File: config.mk
export PLATFORM = sky130hd
export DESIGN_NAME = decode_stage_flat
export DESIGN_NICKNAME = d
export VERILOG_FILES = /design/src/cpu_pkg.sv /design/src/cpu_if.sv /design/src/decode_stage.sv /design/src/flat_wrapper.sv
export SDC_FILE = /design/constraint.sdc
export NUM_CORES = 2
export LEC_CHECK = 0
export ABC_AREA = 0
export BUFFER_PORTS_ARGS = -buffer_cell sky130_fd_sc_hd__buf_2
export CAP_MARGIN = 20
export CORE_UTILIZATION = 50
export DETAILED_ROUTE_END_ITERATION = 8
export PLACE_DENSITY_LB_ADDON = 0.12
export SYNTH_ARGS = -nofsm -noshare
export SYNTH_HDL_FRONTEND = slang
export SYNTH_SLANG_ARGS = --single-unit
export TNS_END_PERCENT = 10
File: constraint.sdc
create_clock -name clk -period 6.4 [get_ports clk]
set_input_delay 1.28 -clock clk [delete_from_list [all_inputs] [get_ports clk]]
set_output_delay 1.28 -clock clk [all_outputs]
set_load 0.1 [all_outputs]
File: src/cpu_pkg.sv
// cpu_pkg widths, opcodes, alu operations and decoded control for the rv32i pipeline
package cpu_pkg;

  // datapath sizes
  localparam int xlen            = 32;
  localparam int reg_addr_w      = 5;
  localparam int imem_depth_log2 = 8;   // 256 words
  localparam int dmem_depth_log2 = 8;   // 256 words

  typedef logic [xlen-1:0]       word_t;
  typedef logic [reg_addr_w-1:0] reg_idx_t;

  // a0 value that turns ecall into a halt
  localparam word_t halt_code = word_t'(10);

  // major opcodes of the supported subset
  typedef enum logic [6:0] {
    opc_op     = 7'b0110011,   // r-type alu
    opc_op_imm = 7'b0010011,   // i-type alu
    opc_load   = 7'b0000011,
    opc_store  = 7'b0100011,
    opc_branch = 7'b1100011,
    opc_jal    = 7'b1101111,
    opc_jalr   = 7'b1100111,
    opc_system = 7'b1110011    // ecall only
  } opcode_e;

  // alu operations, compares only drive the branch condition
  typedef enum logic [3:0] {
    alu_add = 4'd0,
    alu_sub = 4'd1,
    alu_and = 4'd2,
    alu_or  = 4'd3,
    alu_xor = 4'd4,
    alu_slt = 4'd5,
    alu_eq  = 4'd6,   // beq
    alu_ne  = 4'd7,   // bne
    alu_lt  = 4'd8,   // blt signed
    alu_ge  = 4'd9    // bge signed
  } alu_op_e;

  // decoded control carried down the pipe
  typedef struct packed {
    logic    reg_write;
    logic    mem_read;
    logic    mem_write;
    logic    mem_to_reg;   // writeback takes load data
    logic    alu_src;      // operand b from immediate
    logic    is_branch;
    logic    is_jal;
    logic    is_jalr;
    logic    pc_to_reg;    // link write of pc plus 4
    alu_op_e alu_op;
  } ctrl_t;

endpackage

File: src/cpu_if.sv
// pipeline interfaces for the ex/mem register and the writeback bus
`timescale 1ns/1ps

interface ex_mem_if;
  logic              mem_read;
  logic              mem_write;
  logic              reg_write;
  logic              mem_to_reg;
  cpu_pkg::reg_idx_t rd;
  cpu_pkg::word_t    alu_out;      // address, alu result or link value
  cpu_pkg::word_t    store_data;
  logic              halt;

  // execute owns the register
  modport ex (output mem_read, mem_write, reg_write, mem_to_reg,
              output rd, alu_out, store_data, halt);
  // memory stage consumes it
  modport mem (input mem_read, mem_write, reg_write, mem_to_reg,
               input rd, alu_out, store_data, halt);
  // decode watches for a0 writes in flight
  modport dec (input rd, reg_write);
endinterface

interface wb_if;
  logic              reg_write;
  cpu_pkg::reg_idx_t rd;
  cpu_pkg::word_t    data;

  // driven from mem/wb
  modport src (output reg_write, rd, data);
  // register file write port
  modport rf (input reg_write, rd, data);
  // forwarding path into the alu
  modport fwd (input reg_write, rd, data);
endinterface

File: src/decode_stage.sv
// decode stage with control, immediates, register file, hazards, halt detect and id/ex
`timescale 1ns/1ps

module decode_stage (
  input  logic              clk,
  input  logic              reset,
  input  logic              flush,
  input  cpu_pkg::word_t    if_pc,
  input  cpu_pkg::word_t    if_inst,
  wb_if.rf                  wb,
  ex_mem_if.dec             exm,
  input  cpu_pkg::reg_idx_t dbg_addr,
  output cpu_pkg::word_t    dbg_data,
  output logic              stall,
  output logic              halt_req,
  output cpu_pkg::ctrl_t    id_ctrl,
  output cpu_pkg::word_t    id_pc,
  output cpu_pkg::word_t    id_rs1_val,
  output cpu_pkg::word_t    id_rs2_val,
  output cpu_pkg::word_t    id_imm,
  output cpu_pkg::reg_idx_t id_rs1,
  output cpu_pkg::reg_idx_t id_rs2,
  output cpu_pkg::reg_idx_t id_rd,
  output logic              id_halt
);

  cpu_pkg::word_t    regs [2**cpu_pkg::reg_addr_w];
  cpu_pkg::ctrl_t    ctrl;
  cpu_pkg::word_t    imm;
  cpu_pkg::word_t    a0_val;
  cpu_pkg::reg_idx_t rs1, rs2, rd;
  logic [6:0]        opcode;
  logic [2:0]        funct3;
  logic              uses_rs1, uses_rs2;
  logic              is_ecall, load_use, ecall_wait;

  assign opcode = if_inst[6:0];
  assign funct3 = if_inst[14:12];
  assign rs1    = if_inst[19:15];
  assign rs2    = if_inst[24:20];
  assign rd     = if_inst[11:7];

  // read with write-before-read bypass and x0 hardwired to zero
  function automatic cpu_pkg::word_t rf_read(input cpu_pkg::reg_idx_t a);
    if (a == '0) return '0;
    if (wb.reg_write && wb.rd == a) return wb.data;
    return regs[a];
  endfunction

  always_ff @(posedge clk) begin
    if (wb.reg_write && wb.rd != '0) regs[wb.rd] <= wb.data;
  end

  always_comb begin
    dbg_data = rf_read(dbg_addr);
    a0_val   = rf_read(cpu_pkg::reg_idx_t'(10));   // a0 for ecall
  end

  // main control
  always_comb begin
    ctrl        = '0;
    ctrl.alu_op = cpu_pkg::alu_add;
    is_ecall    = 1'b0;
    case (opcode)
      cpu_pkg::opc_op:     ctrl.reg_write = 1'b1;
      cpu_pkg::opc_op_imm: begin
        ctrl.reg_write = 1'b1;
        ctrl.alu_src   = 1'b1;
      end
      cpu_pkg::opc_load: begin
        ctrl.reg_write  = 1'b1;
        ctrl.mem_read   = 1'b1;
        ctrl.mem_to_reg = 1'b1;
        ctrl.alu_src    = 1'b1;   // base plus offset
      end
      cpu_pkg::opc_store: begin
        ctrl.mem_write = 1'b1;
        ctrl.alu_src   = 1'b1;
      end
      cpu_pkg::opc_branch: ctrl.is_branch = 1'b1;
      cpu_pkg::opc_jal: begin
        ctrl.reg_write = 1'b1;
        ctrl.is_jal    = 1'b1;
        ctrl.pc_to_reg = 1'b1;
      end
      cpu_pkg::opc_jalr: begin
        ctrl.reg_write = 1'b1;
        ctrl.is_jalr   = 1'b1;
        ctrl.pc_to_reg = 1'b1;
        ctrl.alu_src   = 1'b1;
      end
      cpu_pkg::opc_system: is_ecall = (funct3 == 3'b000) && (if_inst[31:20] == 12'h000);
      default: ;                  // unknown opcode or bubble has no side effects
    endcase
    // alu operation from funct fields
    if (opcode == cpu_pkg::opc_op || opcode == cpu_pkg::opc_op_imm) begin
      case (funct3)
        3'b000: ctrl.alu_op = (opcode == cpu_pkg::opc_op && if_inst[30]) ?
                              cpu_pkg::alu_sub : cpu_pkg::alu_add;
        3'b010: ctrl.alu_op = cpu_pkg::alu_slt;
        3'b100: ctrl.alu_op = cpu_pkg::alu_xor;
        3'b110: ctrl.alu_op = cpu_pkg::alu_or;
        3'b111: ctrl.alu_op = cpu_pkg::alu_and;
        default: ctrl.alu_op = cpu_pkg::alu_add;
      endcase
    end else if (opcode == cpu_pkg::opc_branch) begin
      case (funct3)
        3'b001:  ctrl.alu_op = cpu_pkg::alu_ne;
        3'b100:  ctrl.alu_op = cpu_pkg::alu_lt;
        3'b101:  ctrl.alu_op = cpu_pkg::alu_ge;
        default: ctrl.alu_op = cpu_pkg::alu_eq;
      endcase
    end
  end

  // immediate generation with i-type as the default
  always_comb begin
    case (opcode)
      cpu_pkg::opc_store:  imm = {{20{if_inst[31]}}, if_inst[31:25], if_inst[11:7]};
      cpu_pkg::opc_branch: imm = {{19{if_inst[31]}}, if_inst[31], if_inst[7],
                                  if_inst[30:25], if_inst[11:8], 1'b0};
      cpu_pkg::opc_jal:    imm = {{11{if_inst[31]}}, if_inst[31], if_inst[19:12],
                                  if_inst[20], if_inst[30:21], 1'b0};
      default:             imm = {{20{if_inst[31]}}, if_inst[31:20]};
    endcase
  end

  assign uses_rs1 = (opcode != cpu_pkg::opc_jal) && (opcode != cpu_pkg::opc_system);
  assign uses_rs2 = (opcode == cpu_pkg::opc_op) || (opcode == cpu_pkg::opc_store) ||
                    (opcode == cpu_pkg::opc_branch);

  // load in id/ex feeding this instruction
  assign load_use = id_ctrl.mem_read && id_rd != '0 &&
                    ((uses_rs1 && id_rd == rs1) || (uses_rs2 && id_rd == rs2));
  // a0 write still ahead of the ecall
  assign ecall_wait = is_ecall &&
                      ((id_ctrl.reg_write && id_rd == cpu_pkg::reg_idx_t'(10)) ||
                       (exm.reg_write && exm.rd == cpu_pkg::reg_idx_t'(10)));
  assign stall    = load_use | ecall_wait;
  assign halt_req = is_ecall && !ecall_wait && !flush && (a0_val == cpu_pkg::halt_code);

  // id/ex register
  always_ff @(posedge clk) begin
    if (reset || flush || stall) begin
      id_ctrl <= '0;              // bubble
      id_halt <= 1'b0;
    end else begin
      id_ctrl <= ctrl;
      id_halt <= halt_req;
    end
    id_pc      <= if_pc;
    id_rs1_val <= rf_read(rs1);
    id_rs2_val <= rf_read(rs2);
    id_imm     <= imm;
    id_rs1     <= rs1;
    id_rs2     <= rs2;
    id_rd      <= rd;
  end

endmodule

File: src/flat_wrapper.sv
// flat-port wrapper written by rule: the top's interface ports become plain ports
module decode_stage_flat 
  (clk, reset, flush, if_pc, if_inst, dbg_addr, dbg_data, stall, halt_req, id_ctrl, id_pc, id_rs1_val, id_rs2_val, id_imm, id_rs1, id_rs2, id_rd, id_halt, wb_reg_write, wb_rd, wb_data, exm_rd, exm_reg_write);
  wb_if wb_i ();
  ex_mem_if exm_i ();
  input  logic clk;
  input  logic reset;
  input  logic flush;
  input  cpu_pkg::word_t if_pc;
  input  cpu_pkg::word_t if_inst;
  input  cpu_pkg::reg_idx_t dbg_addr;
  output cpu_pkg::word_t dbg_data;
  output logic stall;
  output logic halt_req;
  output cpu_pkg::ctrl_t id_ctrl;
  output cpu_pkg::word_t id_pc;
  output cpu_pkg::word_t id_rs1_val;
  output cpu_pkg::word_t id_rs2_val;
  output cpu_pkg::word_t id_imm;
  output cpu_pkg::reg_idx_t id_rs1;
  output cpu_pkg::reg_idx_t id_rs2;
  output cpu_pkg::reg_idx_t id_rd;
  output logic id_halt;
  input wire logic [$bits(wb_i.reg_write)-1:0] wb_reg_write;
  input wire logic [$bits(wb_i.rd)-1:0] wb_rd;
  input wire logic [$bits(wb_i.data)-1:0] wb_data;
  input wire logic [$bits(exm_i.rd)-1:0] exm_rd;
  input wire logic [$bits(exm_i.reg_write)-1:0] exm_reg_write;
  assign wb_i.reg_write = wb_reg_write;
  assign wb_i.rd = wb_rd;
  assign wb_i.data = wb_data;
  assign exm_i.rd = exm_rd;
  assign exm_i.reg_write = exm_reg_write;
  decode_stage u_core (.clk(clk), .reset(reset), .flush(flush), .if_pc(if_pc), .if_inst(if_inst), .wb(wb_i), .exm(exm_i), .dbg_addr(dbg_addr), .dbg_data(dbg_data), .stall(stall), .halt_req(halt_req), .id_ctrl(id_ctrl), .id_pc(id_pc), .id_rs1_val(id_rs1_val), .id_rs2_val(id_rs2_val), .id_imm(id_imm), .id_rs1(id_rs1), .id_rs2(id_rs2), .id_rd(id_rd), .id_halt(id_halt));
endmodule
==> metrics.md <==
| Metric | Value |
|---|---|
| First-pass GRT wire length | 334000 um |
| Slew @ Worst Pin | 1.21 ns |
| Die H | 351 um |
| Hpwl dp | 156000 um |
| Asr flop ratio synth | 0% |
| Htree depth | 4 |
| Final Hold Viols | 0 |
| Commonest cells after routing, fill and taps aside | edfxtp_1, mux4_2, mux2i_1 |
| Setup-failing EPs final | 0 |
| Routed Antenna Nets | 0 |
| Worst min-delay path class | input port to register |
| Cts hold-fix bufs | 0 |
| Via count | 44100 |
| Post-synthesis sequential area ratio | 55.3% |
| Post-synthesis mux area share | 28.7% |
| Post-synth EDFFs | 1024 |
| Simple-gate share of the synthesized area | 3.52% |
| Setup bufs post-CTS | 0 |
| Initial Util | 50.6% |
| Max-Cap Viols | 0 |
| Lkg Pwr | 0.0236 uW |
| Average via count per standard cell | 7.70 |
| Synth area leader | edfxtp_1 |
| Max Root-Sink Buffers | 3 |
| Setup TNS | 0 ns |
| CTS tree | done |
| Cell variety after synth | 77 |
| I/O pin cnt | 307 |
| Total Wirelength | 246000 um |
| Run status | finished, final reports clean |
| Die extent in x | 351 um |
| Ys Warns | 0 |
| Slew headroom | 18.9% |
| CTS Sinks | 1169 |
| Slew Viols, Final | 0 |
| Worst vdd ir | 303 uV |
| Root Buffer | clkbuf_16 |
| Max Fanout on Critical Path | 24 |
| WL/cell | 43.0 um |
| Row Count | 127 |
| Vias in the first global route | 41500 |
| Power Density | 284 nW/um2 |
| Drt pass-1 iters | 6 |
| Layout area overhead | 14.1% |
| Synth area leaders | edfxtp_1, mux4_2, mux2i_1 |
| Finished Core Util | 57.8% |
| Critical path launch point type | input port |
| PortBufs | 306 |
| Xor and xnor fraction of the mapped netlist area | 0.360% |
| Total design power | 19700 uW |
| Synthesized cell area | 60900 um2 |
| Worst EP required | 5.12 ns |
| Unrepaired setup endpoints after global routing | no |
| Flops & latches, synth | 1169 |
| Most common cell after layout, fill and taps aside | edfxtp_1 |
| Filler Cell Count | 9341 |
| Share of post-route cells with drive strength above 1 | 35.6% |
| Cell area after placement | 64900 um2 |
| Skew-Pair Late Insertion Delay | 0.80 ns |
| Most common flop cell mapped by yosys | edfxtp_1 |
| Fin nets | 4105 |
| Clock transition at path regs | 0.06 ns |
| Total clock buffers created by CTS | 134 |
| Core area | 120000 um2 |
| Arr. time, crit path | 4.48 ns |
| Syn Area/Cell | 16.6 um2 |
| Largest net degree at the start of global routing | 100 |
| CP endpoint kind | output pin |
| Grt ovf | 0 |
| Final instance area | 69500 um2 |
| Fin crit share | 89.9% |
| Top-area cell type share of the netlist area | 50.5% |
| DRT iter0 DRCs | 8061 |
| Drt drc | 0 |
| Setup Skew | 0.0338 ns |
| Die ar. | 123000 um2 |
| Final worst path period need | 5.76 ns |
| Compound-Gate Fraction of Synth Area | 8.75% |
| Synth Area in Adders | 0% |
| Routability congestion estimate | 0.993 |
| F_max | 174 MHz |
| Post-cts sizing count | 0 |
| Gate Count Post-Synth | 3664 |
| Crit Path Class | input port to output pin |
| Gr usage total | 40.0% |
| Largest family of logic cells by synthesized area | multiplexers |
| Initial antenna violation count | 29 |
## power breakdown
group | leakage (uW) | switching [uW] | internal [uW] | total, uW
registers | 0.0105 | 92.3 | 8470 | 8560
clock network | 0.00221 | 3270 | 4690 | 7950
logic | 0.0109 | 2290 | 930 | 3220
total | 0.0236 | 5650 | 14100 | 19700
## layer usage
| metal | track usage [%] | share of wire [%] |
|---|---|---|
| met2 | 57.8 | 44 |
| met3 | 13.2 | 15 |
| met4 | 25.8 | 7.3 |
| met1 | 51.9 | 34 |
| met5 | 0.314 | 0.054 |
## sequential cells by signal, summed over array words and instances (netlist names)
name               cells
u_core.id_rs1          5
u_core.id_rs2_val     32
u_core.id_rd           5
u_core.id_ctrl        12
u_core.id_rs2          5
u_core.id_rs1_val     32
u_core.id_halt         1
u_core.regs         1024
u_core.id_pc          32
u_core.id_imm         21
## final timing paths
path                                     endpoint  depth (start not counted)  slack, ns                     startpoint
hold / removal           u_core.id_pc[18]$_DFF_P_                          1       0.59                      if_pc[18]
setup reg to reg        u_core.id_halt$_SDFF_PP0_                          5       3.70  u_core.regs[10][29]$_DFFE_PP_
setup / recovery                     dbg_data[17]                         10       0.64                    dbg_addr[4]
hold reg to reg   u_core.id_rs1_val[7]$_SDFF_PN0_                          4       0.86   u_core.regs[18][7]$_DFFE_PP_
## metrics by stage
step	hold slack, ns	cells	worst slack, ns
after global routing	0.568	5717	0.730
final	0.589	5724	0.645
after CTS	0.564	5709	0.780
after floorplan	0.741	3695	0.337
after global placement	0.821	5459	0.785
after detailed placement	0.854	5463	0.792
## worst max-delay path, stage by stage
cell     delay [ns]
buf_2          0.58
buf_4          0.31
and2_1         0.46
buf_4          0.29
buf_4          0.32
a22oi_1        0.14
nand2_1        0.16
o22ai_1        0.15
nor2_1         0.48
buf_12         0.25
## Yosys cell counts (all sizes together), types with 24 or more instances
master  instances
a22oi         113
buf           203
a22o           36
mux2i         318
o22ai         109
dfxtp         145
mux4          612
o21ai          78
a221o          50
mux2           43
nand4          25
a21oi          53
o221ai         24
nor3           48
nor2          107
nand2          83
a211oi         56
a221oi         98
edfxtp       1024
clkbuf        143
nand3          58
## cell families after synthesis
logic type / count (synthesis)
flip-flops: 1169
buffers and inverters: 360
AO/OA/AOI/OAI: 708
other: 1
multiplexers: 973
AND/OR/NAND/NOR: 428
XOR/XNOR: 25
## area by class of cell
class	instances	area, um2	share of cell area (%)
clock inverters	59	659	0.949
well taps	1612	2020	2.90
diodes	13	32.5	0.0468
repair buffers	504	3590	5.16
inverters	14	53.8	0.0774
multi-input cells	2166	25600	36.9
flip-flops and latches	1169	33700	48.4
clock buffers	187	3860	5.56
Power figures use the tool's default switching activity.
